**config.mk**
```make
export PLATFORM = sky130hd
export DESIGN_NAME = codebook_encoder
export DESIGN_NICKNAME = d
export VERILOG_FILES = /design/src/hdl/codebook_pkg.sv /design/src/hdl/ap_decode.sv /design/src/hdl/code_lookup.sv /design/src/hdl/codebook_encoder.sv
export SDC_FILE = /design/constraint.sdc
export NUM_CORES = 1
export LEC_CHECK = 0
export BUFFER_PORTS_ARGS = -buffer_cell sky130_fd_sc_hd__buf_2
export CORE_ASPECT_RATIO = 2
export CORE_MARGIN = 2
export CORE_UTILIZATION = 49
export CTS_CLUSTER_SIZE = 24
export DETAILED_ROUTE_END_ITERATION = 6
export HOLD_SLACK_MARGIN = 0.03
export PLACE_DENSITY_LB_ADDON = 0.05
export SLEW_MARGIN = 10
export SYNTH_ARGS = -nofsm -noshare
export SYNTH_HDL_FRONTEND = slang
export SYNTH_SLANG_ARGS = --single-unit
```
**constraint.sdc**
```tcl
create_clock -name clk_i -period 2.4 [get_ports clk_i]
set_clock_uncertainty 0.1 [all_clocks]
set_input_delay 0.24 -clock clk_i [delete_from_list [all_inputs] [get_ports clk_i]]
set_output_delay 0.24 -clock clk_i [all_outputs]
set_load 0.1 [all_outputs]
```
**src/hdl/codebook_pkg.sv**
```systemverilog
`default_nettype none

package codebook_pkg;

    // input pattern
    localparam int AP_CNT_W     = 6;
    localparam int AP_DATA_W    = 64;
    localparam int SYM_W        = 4;   // one digit of the pattern

    // counts above this always miss
    localparam int KEPT_CNT_MAX = 6;
    localparam int KEY_W        = KEPT_CNT_MAX * SYM_W;

    // result
    localparam int CODE_W       = 21;
    localparam int LEN_W        = 6;

    typedef logic [AP_CNT_W-1:0]  ap_cnt_t;
    typedef logic [AP_DATA_W-1:0] ap_data_t;
    typedef logic [KEY_W-1:0]     ap_key_t;
    typedef logic [CODE_W-1:0]    code_t;   // right-aligned
    typedef logic [LEN_W-1:0]     code_len_t;

    // digits that occur in codebook patterns
    typedef enum logic [SYM_W-1:0] {
        SYM_ZERO = 4'h0,
        SYM_ONE  = 4'h1,
        SYM_TWO  = 4'h2,
        SYM_ESC  = 4'hF    // escape digit
    } ap_sym_e;

endpackage

`default_nettype wire

```
**src/hdl/ap_decode.sv**
```systemverilog
`timescale 1ns/1ps
`default_nettype none

module ap_decode (
    input  wire                    clk_i,
    input  wire                    rst_n_i,
    input  wire                    valid_i,
    input  wire codebook_pkg::ap_cnt_t  ap_cnt_i,
    input  wire codebook_pkg::ap_data_t ap_data_i,

    output logic                   valid_o,
    output codebook_pkg::ap_cnt_t  cnt_o,
    output codebook_pkg::ap_key_t  key_o,
    output logic                   in_range_o
);

    codebook_pkg::ap_data_t low_mask;   // ones over the counted digits
    logic                   cnt_ok;
    logic                   upper_zero;

    // count * 4 bits of ones, zero for count 0
    assign low_mask = (codebook_pkg::ap_data_t'(1) << (ap_cnt_i * codebook_pkg::SYM_W))
                      - codebook_pkg::ap_data_t'(1);

    assign cnt_ok = (ap_cnt_i != '0) &&
                    (ap_cnt_i <= codebook_pkg::ap_cnt_t'(codebook_pkg::KEPT_CNT_MAX));

    // stray digits above the count
    assign upper_zero = ~|(ap_data_i & ~low_mask);

    always_ff @(posedge clk_i) begin
        if (!rst_n_i) begin
            valid_o <= 1'b0;
        end else begin
            valid_o <= valid_i;
        end
    end

    always_ff @(posedge clk_i) begin
        if (valid_i) begin
            cnt_o      <= ap_cnt_i;
            key_o      <= ap_data_i[codebook_pkg::KEY_W-1:0];   // upper digits already checked
            in_range_o <= cnt_ok & upper_zero;
        end
    end

endmodule

`default_nettype wire

```
**src/hdl/code_lookup.sv**
```systemverilog
`timescale 1ns/1ps
`default_nettype none

module code_lookup (
    input  wire                        clk_i,
    input  wire                        rst_n_i,
    input  wire                        valid_i,
    input  wire codebook_pkg::ap_cnt_t cnt_i,
    input  wire codebook_pkg::ap_key_t key_i,
    input  wire                        in_range_i,

    output logic                       valid_o,
    output logic                       match_o,
    output codebook_pkg::code_len_t    length_o,
    output codebook_pkg::code_t        code_o
);

    logic                    tbl_hit;
    codebook_pkg::code_len_t tbl_len;
    codebook_pkg::code_t     tbl_code;
    logic                    hit;

    // digits in the keys: 0 SYM_ZERO, 1 SYM_ONE, 2 SYM_TWO, F SYM_ESC
    always_comb begin
        tbl_hit  = 1'b1;
        tbl_len  = '0;
        tbl_code = '0;
        case (cnt_i)
            6'd1: begin
                case (key_i)
                    24'h000001: {tbl_len, tbl_code} = {6'd4, 21'b0100};
                    24'h000002: {tbl_len, tbl_code} = {6'd4, 21'b0101};
                    24'h00000F: {tbl_len, tbl_code} = {6'd10, 21'b1111101000};
                    default:    tbl_hit = 1'b0;
                endcase
            end
            6'd2: begin
                case (key_i)
                    24'h000001: {tbl_len, tbl_code} = {6'd4, 21'b0110};
                    24'h00000F: {tbl_len, tbl_code} = {6'd11, 21'b11111111000};
                    default:    tbl_hit = 1'b0;
                endcase
            end
            6'd3: begin
                case (key_i)
                    24'h000021: {tbl_len, tbl_code} = {6'd8, 21'b11101000};
                    24'h000022: {tbl_len, tbl_code} = {6'd9, 21'b111011110};
                    24'h00000F: {tbl_len, tbl_code} = {6'd11, 21'b11111111001};
                    24'h00002F: {tbl_len, tbl_code} = {6'd15, 21'b111111111110000};
                    default:    tbl_hit = 1'b0;
                endcase
            end
            6'd4: begin
                case (key_i)
                    24'h000011: {tbl_len, tbl_code} = {6'd8, 21'b11101001};
                    24'h000012: {tbl_len, tbl_code} = {6'd8, 21'b11101010};
                    24'h000021: {tbl_len, tbl_code} = {6'd8, 21'b11101011};
                    24'h000201: {tbl_len, tbl_code} = {6'd8, 21'b11101100};
                    24'h000022: {tbl_len, tbl_code} = {6'd9, 21'b111011111};
                    24'h000202: {tbl_len, tbl_code} = {6'd9, 21'b111100000};
                    24'h00000F: {tbl_len, tbl_code} = {6'd11, 21'b11111111010};
                    24'h00001F: {tbl_len, tbl_code} = {6'd15, 21'b111111111110001};
                    24'h00002F: {tbl_len, tbl_code} = {6'd15, 21'b111111111110010};
                    24'h00020F: {tbl_len, tbl_code} = {6'd15, 21'b111111111110011};
                    default:    tbl_hit = 1'b0;
                endcase
            end
            6'd5: begin
                case (key_i)
                    24'h000200: {tbl_len, tbl_code} = {6'd5, 21'b10000};
                    24'h002000: {tbl_len, tbl_code} = {6'd5, 21'b10001};
                    24'h000002: {tbl_len, tbl_code} = {6'd5, 21'b01110};
                    24'h000020: {tbl_len, tbl_code} = {6'd5, 21'b01111};
                    24'h000101: {tbl_len, tbl_code} = {6'd8, 21'b11101110};
                    24'h000011: {tbl_len, tbl_code} = {6'd8, 21'b11101101};
                    24'h000102: {tbl_len, tbl_code} = {6'd9, 21'b111100100};
                    24'h000201: {tbl_len, tbl_code} = {6'd9, 21'b111100101};
                    24'h000202: {tbl_len, tbl_code} = {6'd9, 21'b111100110};
                    24'h002001: {tbl_len, tbl_code} = {6'd9, 21'b111100111};
                    24'h002002: {tbl_len, tbl_code} = {6'd9, 21'b111101000};
                    24'h000012: {tbl_len, tbl_code} = {6'd9, 21'b111100001};
                    24'h000021: {tbl_len, tbl_code} = {6'd9, 21'b111100010};
                    24'h000022: {tbl_len, tbl_code} = {6'd9, 21'b111100011};
                    24'h00000F: {tbl_len, tbl_code} = {6'd11, 21'b11111111011};
                    24'h00010F: {tbl_len, tbl_code} = {6'd15, 21'b111111111110101};
                    24'h00200F: {tbl_len, tbl_code} = {6'd15, 21'b111111111110110};
                    24'h00001F: {tbl_len, tbl_code} = {6'd15, 21'b111111111110100};
                    24'h00002F: {tbl_len, tbl_code} = {6'd16, 21'b1111111111110100};
                    default:    tbl_hit = 1'b0;
                endcase
            end
            6'd6: begin
                case (key_i)
                    24'h001000: {tbl_len, tbl_code} = {6'd5, 21'b10110};
                    24'h000001: {tbl_len, tbl_code} = {6'd5, 21'b10010};
                    24'h000002: {tbl_len, tbl_code} = {6'd5, 21'b10011};
                    24'h000010: {tbl_len, tbl_code} = {6'd5, 21'b10100};
                    24'h000100: {tbl_len, tbl_code} = {6'd5, 21'b10101};
                    24'h001001: {tbl_len, tbl_code} = {6'd9, 21'b111101101};
                    24'h001002: {tbl_len, tbl_code} = {6'd9, 21'b111101110};
                    24'h000011: {tbl_len, tbl_code} = {6'd9, 21'b111101001};
                    24'h000012: {tbl_len, tbl_code} = {6'd9, 21'b111101010};
                    24'h000101: {tbl_len, tbl_code} = {6'd9, 21'b111101011};
                    24'h000102: {tbl_len, tbl_code} = {6'd9, 21'b111101100};
                    24'h00000F: {tbl_len, tbl_code} = {6'd12, 21'b111111111000};
                    24'h00100F: {tbl_len, tbl_code} = {6'd15, 21'b111111111111001};
                    24'h00010F: {tbl_len, tbl_code} = {6'd15, 21'b111111111111000};
                    default:    tbl_hit = 1'b0;
                endcase
            end
            default: tbl_hit = 1'b0;   // counts 0 and 7 up
        endcase
    end

    // stray upper digits or bad count kill the hit
    assign hit = tbl_hit & in_range_i;

    always_ff @(posedge clk_i) begin
        if (!rst_n_i) begin
            valid_o  <= 1'b0;
            match_o  <= 1'b0;
            length_o <= '0;
            code_o   <= '0;
        end else begin
            valid_o <= valid_i;
            if (valid_i) begin   // hold last result otherwise
                match_o  <= hit;
                length_o <= hit ? tbl_len : '0;
                code_o   <= hit ? tbl_code : '0;
            end
        end
    end

endmodule

`default_nettype wire

```
**src/hdl/codebook_encoder.sv**
```systemverilog
`timescale 1ns/1ps
`default_nettype none

module codebook_encoder (
    input  wire                         clk_i,
    input  wire                         rst_n_i,
    input  wire                         valid_i,
    input  wire codebook_pkg::ap_cnt_t  ap_cnt_i,
    input  wire codebook_pkg::ap_data_t ap_data_i,

    output wire                          valid_o,
    output wire                          encode_match_o,
    output wire codebook_pkg::code_len_t encode_length_o,
    output wire codebook_pkg::code_t     encode_data_o
);

    wire                        dec_valid;
    wire codebook_pkg::ap_cnt_t dec_cnt;
    wire codebook_pkg::ap_key_t dec_key;
    wire                        dec_in_range;

    // stage 1, range check and key
    ap_decode u_ap_decode (
        .clk_i      (clk_i),
        .rst_n_i    (rst_n_i),
        .valid_i    (valid_i),
        .ap_cnt_i   (ap_cnt_i),
        .ap_data_i  (ap_data_i),
        .valid_o    (dec_valid),
        .cnt_o      (dec_cnt),
        .key_o      (dec_key),
        .in_range_o (dec_in_range)
    );

    code_lookup u_code_lookup (   // stage 2, table and result regs
        .clk_i      (clk_i),
        .rst_n_i    (rst_n_i),
        .valid_i    (dec_valid),
        .cnt_i      (dec_cnt),
        .key_i      (dec_key),
        .in_range_i (dec_in_range),
        .valid_o    (valid_o),
        .match_o    (encode_match_o),
        .length_o   (encode_length_o),
        .code_o     (encode_data_o)
    );

endmodule

`default_nettype wire

```
==> results of run 1 <==
[logic make-up after synthesis]
kind of cell             count (synthesis)  share of synthesized area, %
buffers and inverters                   52                          6.54
XOR/XNOR                                 7                          1.46
flip-flops                              52                          32.1
multiplexers                             1                         0.238
other                                    1                        0.0891
AO/OA/AOI/OAI                          154                          25.2
adder cells (fa/ha/maj)                  1                         0.297
AND/OR/NAND/NOR                        257                          34.1
[final cells by class]
cell class | count | area, um^2
Sequential cell | 52 | 1350
Fill cell | 546 | 1610
Tap cell | 98 | 123
Inverter | 8 | 30.0
Clock buffer | 5 | 125
Multi-Input combinational cell | 427 | 2970
Clock inverter | 3 | 28.8
Timing Repair Buffer | 284 | 2050
[cell usage after synthesis (all sizes together), types with 2 or more instances]
| master | n | area share, % |
|---|---|---|
| a2111oi | 5 | 1.2 |
| a211oi | 4 | 0.71 |
| a21oi | 36 | 4.3 |
| a221oi | 7 | 1.8 |
| a22oi | 5 | 1.1 |
| a31oi | 11 | 2.0 |
| a41oi | 2 | 0.59 |
| and2 | 2 | 0.30 |
| and3 | 6 | 0.89 |
| and4 | 4 | 0.83 |
| buf | 25 | 4.1 |
| clkbuf | 19 | 1.7 |
| clkinv | 2 | 0.18 |
| dfxtp | 21 | 10 |
| edfxtp | 31 | 22 |
| inv | 6 | 0.53 |
| nand2 | 64 | 5.7 |
| nand2b | 5 | 0.74 |
| nand3 | 25 | 3.3 |
| nand3b | 3 | 0.53 |
| nand4 | 12 | 1.9 |
| nand4b | 4 | 0.83 |
| nor2 | 48 | 4.3 |
| nor2b | 4 | 0.59 |
| nor3 | 39 | 5.3 |
| nor3b | 2 | 0.36 |
| nor4 | 19 | 4.9 |
| nor4b | 6 | 1.4 |
| o211ai | 6 | 1.1 |
| o21ai | 37 | 4.6 |
| o221ai | 3 | 0.62 |
| o22ai | 13 | 2.1 |
| o311ai | 2 | 0.59 |
| o31ai | 7 | 1.2 |
| o32ai | 2 | 0.42 |
| or2 | 2 | 0.30 |
| or3 | 8 | 1.2 |
| or4 | 3 | 0.53 |
| xnor2 | 3 | 0.62 |
| xor2 | 4 | 0.83 |
[per-layer routing]
| metal | GRT usage [%] | vias to the layer above | share of wire (%) |
|---|---|---|---|
| met5 | 0 | - | 0 |
| met4 | 38.5 | 0 | 11 |
| met3 | 7.39 | 139 | 5.5 |
| met2 | 76.3 | 345 | 53 |
| met1 | 36.5 | 2576 | 31 |
| li1 | - | 2526 | - |
[per-stage QoR]
step           cell area [um^2]  setup slack [ns]  power (mW)  std cells  hold slack (ns)
3_5_place_dp               5790            -0.530        1.55        827            0.320
5_1_grt                    6680            -0.431        2.47        877           0.0340
3_3_place_gp               5790            -0.463        1.54        827            0.318
2_1_floorplan              4310           -0.0599        1.31        530            0.239
4_1_cts                    6530            -0.211        2.35        871           0.0320
6_report                   6680            -0.301        2.40        877           0.0320
[worst max path at each step]
stage	depth (start not counted)	end	slack, ns
after floorplan	9	u_ap_decode.in_range_o$_DFFE_PP_	-0.06
after global placement	9	u_ap_decode.in_range_o$_DFFE_PP_	-0.46
after detailed placement	7	u_code_lookup.code_o[10]$_SDFFE_PN0P_	-0.53
after CTS	9	u_code_lookup.code_o[7]$_SDFFE_PN0P_	-0.21
after global routing	11	u_code_lookup.code_o[7]$_SDFFE_PN0P_	-0.43
final	10	u_code_lookup.code_o[7]$_SDFFE_PN0P_	-0.30
[flip-flops by register name, indices dropped and copies added (netlist names)]
register / count
u_ap_decode.cnt_o: 6
u_code_lookup.length_o: 5
u_code_lookup.match_o: 1
u_ap_decode.in_range_o: 1
u_code_lookup.code_o: 13
u_ap_decode.key_o: 24
u_ap_decode.valid_o: 1
u_code_lookup.valid_o: 1
[repair_timing]
| item | 4_1_cts | 5_1_grt |
|---|---|---|
| gates cloned | 1 | 0 |
| hold endpoints to repair | 13 | 0 |
| pin swaps | 34 | 15 |
| hold buffers | 13 | 0 |
| buffers inserted | 23 | 6 |
| gates resized for setup | 53 | 24 |
| endpoints found under the setup margin | 20 | 20 |
[power by group]
group | internal [mW] | total [mW] | switching [mW]
clock | 0.403 | 0.772 | 0.369
combinational | 0.248 | 0.579 | 0.331
sequential | 0.995 | 1.05 | 0.0544
==> results.toml, run 1 <==
[worst_setup_path]
crit_type = "reg2reg"
timing.critical_path.to_type = "flop"
critPathLaunch = "u_ap_decode.key_o[16]$_DFFE_PP_"
crit_fanout = 7
crit_required_ns = 2.51
crit_path_top_delay_cell = "sky130_fd_sc_hd__edfxtp_1"
endpoint_of_the_lowest_slack_register_to_register_path = "u_code_lookup.code_o[7]$_SDFFE_PN0P_"
critical_path_buf_inv_count = 3
slowest_delay_ns = 0.45
rr_worst_depth = 10
critical-path-top-cell-by-count = "sky130_fd_sc_hd__buf_4"
timing.rr.start = "u_ap_decode.key_o[16]$_DFFE_PP_"
crit_chain = "nor4_4, buf_4, nand3_4, buf_6, buf_4, o22ai_4, a21oi_2, nand4_1, o21ai_4, a221oi_2"
start_kind = "flop"
kind_of_cell_adding_the_most_delay_to_the_critical_path = "simple AND/OR/NAND/NOR gates"
setup_slack_reg_to_reg_ns = -0.30
worst_ep_arrival_ns = 2.81

[cts]
cts_tree = "done"
worst_skew_pair.late_latency_ns = 0.30
cts-root-buf = "sky130_fd_sc_hd__clkbuf_16"
max-clock-path-buffers = 2
cts.sink_count = 52
h_tree_lvl_count = 2
cts-buffers-inserted = 5
path_clk_slew_ns = 0.07

[flow_run]
maxCapViolCount = 0

[floorplanning]
core_region_area_um2 = 8290
design.portCount = 102
die-area_um2 = 9390
die_w_um = 69.5
dieHeight_um = 135
number_of_rows_created_at_floorplan = 47
floorplan.initialDensity_pct = 50.8

[power_and_ir_drop]
power_leakage_nw = 2.65
power.ir.vdd_worst_mv = 0.450
power_density_of_the_placed_cells_nw_per_um2 = 359

[placed_design]
place.gp.congestion = 1.05
placement.io_buffers = 95
place_hpwl_mm = 14.2

[finish]
layout.cells.most_common_list = "sky130_fd_sc_hd__buf_4 (162), sky130_fd_sc_hd__buf_2 (93), sky130_fd_sc_hd__nand2_1 (61)"
layout.core_utilization_pct = 80.5
syn2layout_area_growth_pct = 58.6
layout-drive-gt1-share_pct = 45.2
final_nets = 852
n_antenna_cell = 0
layout_commonest_cell = "sky130_fd_sc_hd__buf_4"

[grt]
grt_start_max_net_pins = 33
antenna_found_initial = 0
grt_use_total_pct = 41.3
first_global_vias = 5754
grt_remaining_overflow = 0
first_pass_grt_wire_length_mm = 29.7

[sta]
finalWorstSetupSlack_ns = -0.301
maxSlewHeadroom_pct = 52.4
fin_crit_sh_pct = 113
report.final.setup_viol = 19
worst_pin_slew_ns = 0.714
hold_viol = 0
layout_min_cycle_time_ns = 2.70
max_clock_freq_mhz = 370
finalMaxSlewViolations = 0
timing.setup.tns_ns = -4.67
setup_repair_after_global_routing_missed_its_margin = "true"

[worst_hold_path]
worst_hold_path.num_cells = 1
type_of_the_most_critical_hold_path = "in2reg"
worst_hold_path.endpoint = "u_ap_decode.key_o[18]$_DFFE_PP_"
worstHoldStart = "ap_data_i[18]"

[route]
drt_iter0_drc = 395
drcViolationCount = 1
ant_nets = 0
drt-pass1-iter-count = 7
route.final.wire_length_mm = 19.1
via_count = 5586
wl_per_cell_um = 21.8
via_per_inst = 6.37

[run_status]
violated_checks = "design-rule violations, negative setup slack"
outcome = "finished with violations"

[yosys]
synth_area_um2 = 4210
synth_enable_flop_cells = 31
synthesis.instances = 525
synthFlopType = "sky130_fd_sc_hd__edfxtp_1"
ys_types = 78
synth_seq_cells = 52
async_flop_share_pct = 0
fraction_of_the_yosys_area_taken_by_sequential_cells_pct = 32.1
synth_warnings = 0
avg_synthesized_cell_area_um2 = 8.02
No activity file was read; power rests on OpenSTA's default activity.
==> run 2, diff against run 1 <==
--- a/config.mk
+++ b/config.mk
@@ -10,3 +10,3 @@
 export CORE_MARGIN = 2
-export CORE_UTILIZATION = 49
+export CORE_UTILIZATION = 50
 export CTS_CLUSTER_SIZE = 24
==> constraint.sdc (replaced) <==
create_clock -name clk_i -period 2.8 [get_ports clk_i]
set_clock_uncertainty 0.1 [all_clocks]
set_input_delay 0 -clock clk_i [delete_from_list [all_inputs] [get_ports clk_i]]
set_output_delay 0 -clock clk_i [all_outputs]
set_load 0.1 [all_outputs]
==> run 2 against run 1 <==
- the run now ends clean
- largest cell class unchanged
- sequential share of layout area grew 1.9 points
- sequential power shrank 14%
- highest routed layer unchanged
- clock-buffer cell count is the same
- final cell count shrank 4.1%
- worst setup slack gained 0.32 ns
- die area shrank 1.9%
- fmax shrank 2.8%
==> results.toml, run 2 (synthesis gave the netlist of run 1 again) <==
[grt]
global_route.usage.met1_pct = 40.3
first_pass_grt_wire_length_mm = 29.3
gr-usage-met2_pct = 71.4
global_route.usage.met3_pct = 17.2
first_global_vias = 5485
busiest_layer = "met2"
grt_start_max_net_pins = 33
grt_use_total_pct = 44.4
grt_remaining_overflow = 0
antenna_found_initial = 0

[sta]
maxSlewHeadroom_pct = 49.8
final.hold.worst_slack_ns = 0.0608
report.final.setup_viol = 0
finalMaxSlewViolations = 0
fin_crit_sh_pct = 99.2
worst_pin_slew_ns = 0.750
max_clock_freq_mhz = 360
layout_min_cycle_time_ns = 2.78
hold_viol = 0
timing.setup.tns_ns = 0

[power_and_ir_drop]
power_density_of_the_placed_cells_nw_per_um2 = 331
power.ir.vdd_worst_mv = 0.485
power_leakage_nw = 2.37

[floorplanning]
core_region_area_um2 = 8230
dieHeight_um = 134
number_of_rows_created_at_floorplan = 47
floorplan.initialDensity_pct = 51.1
design.portCount = 102
die_w_um = 68.9
die-area_um2 = 9210

[route]
drt-pass1-iter-count = 5
drt_iter0_drc = 470
route.final.wire_length_mm = 19.4
drcViolationCount = 0
via_per_inst = 6.55
via_count = 5512
wl_per_cell_um = 23.1
ant_nets = 0

[placed_design]
place.gp.congestion = 1.01
cell_count_after_placement = 793
place_hpwl_mm = 14.0
placement.io_buffers = 95
post_dp_cell_area_um2 = 5450

[finish]
count_of_placed_standard_cells_in_the_final_layout_fillers_left_out = 841
regArea_um2 = 1350
layout-drive-gt1-share_pct = 37.0
final_cell_area_um2 = 6120
registers_with_the_most_flip_flops = "u_ap_decode.key_o x24, u_code_lookup.code_o x13, u_ap_decode.cnt_o x6"
multi_input_area_um2 = 2730
layout.core_utilization_pct = 74.3
n_antenna_cell = 0
largest_register_ffs = 24
layout.cells.most_common_list = "sky130_fd_sc_hd__buf_4 (123), sky130_fd_sc_hd__buf_2 (95), sky130_fd_sc_hd__nand2_1 (62)"
syn2layout_area_growth_pct = 45.3
layout_commonest_cell = "sky130_fd_sc_hd__buf_4"
n_fill_cell = 625
registers.top_by_ff_count = "u_ap_decode.key_o"
final_nets = 816

[cts]
h_tree_lvl_count = 2
worst_skew_pair.late_latency_ns = 0.30
cts_tree = "done"
max-clock-path-buffers = 2
cts-buffers-inserted = 5
cts-root-buf = "sky130_fd_sc_hd__clkbuf_16"
path_clk_slew_ns = 0.08
cts.sink_count = 52

[worst_setup_path]
worst_ep_arrival_ns = 2.88
rr_worst_depth = 11
timing.critical_path.to_type = "flop"
setup_slack_reg_to_reg_ns = 0.02
crit_type = "reg2reg"
endpoint_of_the_lowest_slack_register_to_register_path = "u_code_lookup.length_o[0]$_SDFFE_PN0P_"
timing.rr.start = "u_ap_decode.key_o[23]$_DFFE_PP_"
crit_required_ns = 2.90
crit_fanout = 7
start_kind = "flop"

[worst_hold_path]
worst_hold_path.endpoint = "u_ap_decode.in_range_o$_DFFE_PP_"
worstHoldStart = "ap_data_i[40]"
type_of_the_most_critical_hold_path = "in2reg"
worst_hold_path.num_cells = 4

[run_status]
outcome = "finished clean"

[flow_run]
maxCapViolCount = 0
==> run 2: cell types whose count changed in the layout (fill, tap and decap cells not counted), moves of 3 or more <==
cell and delta:
sky130_fd_sc_hd__a21oi_1 +5, sky130_fd_sc_hd__nor3_1 +4, sky130_fd_sc_hd__dlygate4sd3_1 +15, sky130_fd_sc_hd__a21oi_2 -5, sky130_fd_sc_hd__buf_6 -8, sky130_fd_sc_hd__buf_12 -4, sky130_fd_sc_hd__buf_4 -39, sky130_fd_sc_hd__o21ai_1 -3
sky130_fd_sc_hd__o21ai_0 +5
==> run 2: area by class of cell <==
| cell class | count | share of cell area [%] |
|---|---|---|
| Tap cell | 98 | 2.00 |
| Inverter | 8 | 0.491 |
| Multi-Input combinational cell | 426 | 44.6 |
| Sequential cell | 52 | 22.1 |
| Clock buffer | 5 | 2.05 |
| Timing Repair Buffer | 249 | 28.3 |
| Clock inverter | 3 | 0.430 |
==> run 2: how the worst max path moves through the flow <==
stage	to	startpoint	slack, ns	depth (start not counted)
floorplan	u_code_lookup.code_o[3]$_SDFFE_PN0P_	u_ap_decode.key_o[23]$_DFFE_PP_	0.37	8
global placement	u_code_lookup.code_o[0]$_SDFFE_PN0P_	u_ap_decode.key_o[23]$_DFFE_PP_	-0.05	9
detailed placement	u_code_lookup.code_o[2]$_SDFFE_PN0P_	u_ap_decode.key_o[23]$_DFFE_PP_	-0.11	9
CTS	u_code_lookup.code_o[5]$_SDFFE_PN0P_	u_ap_decode.key_o[13]$_DFFE_PP_	0.02	10
global route	u_code_lookup.code_o[2]$_SDFFE_PN0P_	u_ap_decode.key_o[19]$_DFFE_PP_	-0.07	10
finish	u_code_lookup.length_o[0]$_SDFFE_PN0P_	u_ap_decode.key_o[23]$_DFFE_PP_	0.02	11
==> run 2: repair_timing <==
| item | in CTS | in global routing |
|---|---|---|
| cloned | 0 | 0 |
| setup buffers | 3 | 9 |
| hold endpoints to repair | 31 | 0 |
| pin swaps | 2 | 5 |
| endpoints found under the setup margin | 18 | 19 |
| hold buffers | 28 | 0 |
| resized for setup | 3 | 24 |
==> run 2: through the flow <==
| step | setup WS (ns) | power, mW |
|---|---|---|
| floorplan | 0.369 | 1.12 |
| CTS | 0.0237 | 1.98 |
| global placement | -0.0474 | 1.30 |
| global route | -0.0678 | 2.08 |
| detailed placement | -0.108 | 1.31 |
| finish | 0.0219 | 2.03 |
==> run 2: routing by layer <==
| layer | part of all wire (%) | vias up |
|---|---|---|
| met5 | 0 | - |
| met3 | 9.3 | 143 |
| met1 | 29 | 2507 |
| met2 | 50 | 407 |
| met4 | 11 | 0 |
| li1 | - | 2455 |
==> run 2: report_power, final <==
| group | internal [mW] | switching (mW) | total [mW] |
|---|---|---|---|
| combinational | 0.200 | 0.272 | 0.472 |
| clock | 0.340 | 0.309 | 0.649 |
| sequential | 0.853 | 0.0511 | 0.904 |
==> run 2: worst max-delay path, stage by stage (launching register included) <==
cell	delay [ns]
sky130_fd_sc_hd__edfxtp_1	0.42
sky130_fd_sc_hd__nor4_4	0.28
sky130_fd_sc_hd__buf_4	0.18
sky130_fd_sc_hd__buf_4	0.16
sky130_fd_sc_hd__nand2_1	0.12
sky130_fd_sc_hd__nor4_2	0.38
sky130_fd_sc_hd__buf_4	0.18
sky130_fd_sc_hd__nor2_1	0.05
sky130_fd_sc_hd__a41oi_2	0.18
sky130_fd_sc_hd__buf_4	0.16
sky130_fd_sc_hd__o21ai_4	0.13
sky130_fd_sc_hd__a221oi_2	0.33
==> run 3, diff against run 2 <==
Settings changed: RECOVER_POWER set to 100.
==> run 3 against run 2 <==
- largest power group unchanged
- clock power increased by 0.8%
- final cell count unchanged
- via count increased by 1.1%
- combinational power decreased by 1%
- the run now ends with max-capacitance violations, max-slew violations left
- sequential cell count unchanged
- highest routed layer unchanged
- clock-buffer cell count unchanged
- largest cell class unchanged
- critical path depth unchanged
- sequential share of layout area increased by 0.26 points
- global-route usage unchanged
- total power about the same
- critical endpoint unchanged
- cell area decreased by 1.2%
==> results.toml, run 3 (synthesis gave the netlist of run 1 again) <==
[route]
drcViolationCount = 0
wl_per_cell_um = 23.1
route.final.wire_length_mm = 19.4
drt-pass1-iter-count = 6
via_count = 5573
drt_iter0_drc = 552
ant_nets = 0
via_per_inst = 6.63

[finish]
layout-drive-gt1-share_pct = 30.7
n_fill_cell = 664
layout.core_utilization_pct = 73.4
layout.cells.most_common_list = "sky130_fd_sc_hd__buf_4 (118), sky130_fd_sc_hd__nand2_1 (62), sky130_fd_sc_hd__buf_2 (52)"
largest_register_ffs = 24
registers_with_the_most_flip_flops = "u_ap_decode.key_o x24, u_code_lookup.code_o x13, u_ap_decode.cnt_o x6"
final_cell_area_um2 = 6040
final_nets = 816
registers.top_by_ff_count = "u_ap_decode.key_o"
n_antenna_cell = 0
layout_commonest_cell = "sky130_fd_sc_hd__buf_4"
syn2layout_area_growth_pct = 43.6

[placed_design]
detailedPlace.worstSlack_ns = -0.108
post_dp_cell_area_um2 = 5450
place_hpwl_mm = 14.0
place.gp.congestion = 1.01
placement.io_buffers = 95

[floorplanning]
die-area_um2 = 9210
core_region_area_um2 = 8230
dieHeight_um = 134
design.portCount = 102
number_of_rows_created_at_floorplan = 47
floorplan.initialDensity_pct = 51.1
die_w_um = 68.9

[cts]
cts-buffers-inserted = 5
worst_skew_pair.late_latency_ns = 0.30
h_tree_lvl_count = 2
cts-root-buf = "sky130_fd_sc_hd__clkbuf_16"
max-clock-path-buffers = 2
path_clk_slew_ns = 0.08
cts_tree = "done"
cts.sink_count = 52

[grt]
first_global_vias = 5485
grt_remaining_overflow = 0
grt_start_max_net_pins = 33
grt_use_total_pct = 44.4
antenna_found_initial = 0
first_pass_grt_wire_length_mm = 29.3

[sta]
worst_pin_slew_ns = 1.79
report.final.setup_viol = 0
fin_crit_sh_pct = 99.4
maxSlewHeadroom_pct = -19.6
timing.setup.tns_ns = 0
layout_min_cycle_time_ns = 2.78
hold_viol = 0
finalMaxSlewViolations = 33
max_clock_freq_mhz = 359
finalWorstSetupSlack_ns = 0.0157

[power_and_ir_drop]
power_density_of_the_placed_cells_nw_per_um2 = 335
power.total_mw = 2.02
power_leakage_nw = 2.19
power.ir.vdd_worst_mv = 0.488

[worst_setup_path]
crit_fanout = 7
crit_chain = "nor4_4, buf_4, buf_4, nand2_1, nor4_2, buf_4, nor2_1, a41oi_2, buf_4, o21ai_4, a221oi_2"
timing.critical_path.to_type = "flop"
crit_required_ns = 2.90
slowest_delay_ns = 0.42
worst_ep_arrival_ns = 2.89
crit_type = "reg2reg"
critical-path-top-cell-by-count = "sky130_fd_sc_hd__buf_4"
crit_path_top_delay_cell = "sky130_fd_sc_hd__edfxtp_1"
start_kind = "flop"

[run_status]
violated_checks = "max-capacitance violations, max-slew violations"
outcome = "finished with violations"

[worst_hold_path]
type_of_the_most_critical_hold_path = "in2reg"

[flow_run]
maxCapViolCount = 1
## run 3: cell count changes in the layout (fill, tap and decap cells not counted)
cell / before / now
sky130_fd_sc_hd__clkbuf_1: 0 / 47
sky130_fd_sc_hd__buf_2: 95 / 52
sky130_fd_sc_hd__clkbuf_2: 0 / 1
sky130_fd_sc_hd__buf_4: 123 / 118
## run 3: area by class of cell
class / count / area, um^2 / share of cell area (%)
Timing Repair Buffer: 249 / 1660 / 27.4
Sequential cell: 52 / 1350 / 22.4
Clock inverter: 3 / 26.3 / 0.435
Inverter: 8 / 30.0 / 0.497
Clock buffer: 5 / 125 / 2.07
Multi-Input combinational cell: 426 / 2730 / 45.2
Tap cell: 98 / 123 / 2.03
## run 3: critical path, delay by kind of cell (launching register included)
kind,cells,cell delay [ns]
buf+inv,4,0.68
compound gates,3,0.65
simple gates,4,0.83
flops,1,0.42
## run 3: worst paths after layout
check / start / to / slack, ns / cells after the start
max: u_ap_decode.key_o[23]$_DFFE_PP_ / u_code_lookup.length_o[0]$_SDFFE_PN0P_ / 0.02 / 11
min: ap_data_i[32] / u_ap_decode.in_range_o$_DFFE_PP_ / 0.07 / 4
max reg2reg: u_ap_decode.key_o[23]$_DFFE_PP_ / u_code_lookup.length_o[0]$_SDFFE_PN0P_ / 0.02 / 11
min reg2reg: u_code_lookup.length_o[2]$_SDFFE_PN0P_ / u_code_lookup.length_o[2]$_SDFFE_PN0P_ / 0.35 / 2
## run 3: timing repair
action	4_1_cts	5_1_grt
buffers inserted	3	9
hold buffers	28	0
pin swaps	2	5
resized for setup	3	24
setup endpoints to repair	18	19
hold endpoints to repair	31	0
## run 3: where the power goes
part | switching [mW] | internal (mW)
registers | 0.0512 | 0.854
logic | 0.272 | 0.193
clock network | 0.314 | 0.341
## run 3: stage by stage
step | instances | hold slack (ns)
after CTS | 832 | 0.0408
after detailed placement | 793 | 0.0800
final | 841 | 0.0661
after global routing | 841 | 0.0560
after floorplan | 530 | -0.00113
after global placement | 793 | 0.0769
## run 3: per-layer routing
metal  wire length (um)  share of wire (%)  track usage, %
met5                  0                  0               0
met4               2280                 12            40.6
met3               1680                8.7            17.2
met2               9710                 50            71.4
met1               5760                 30            40.3
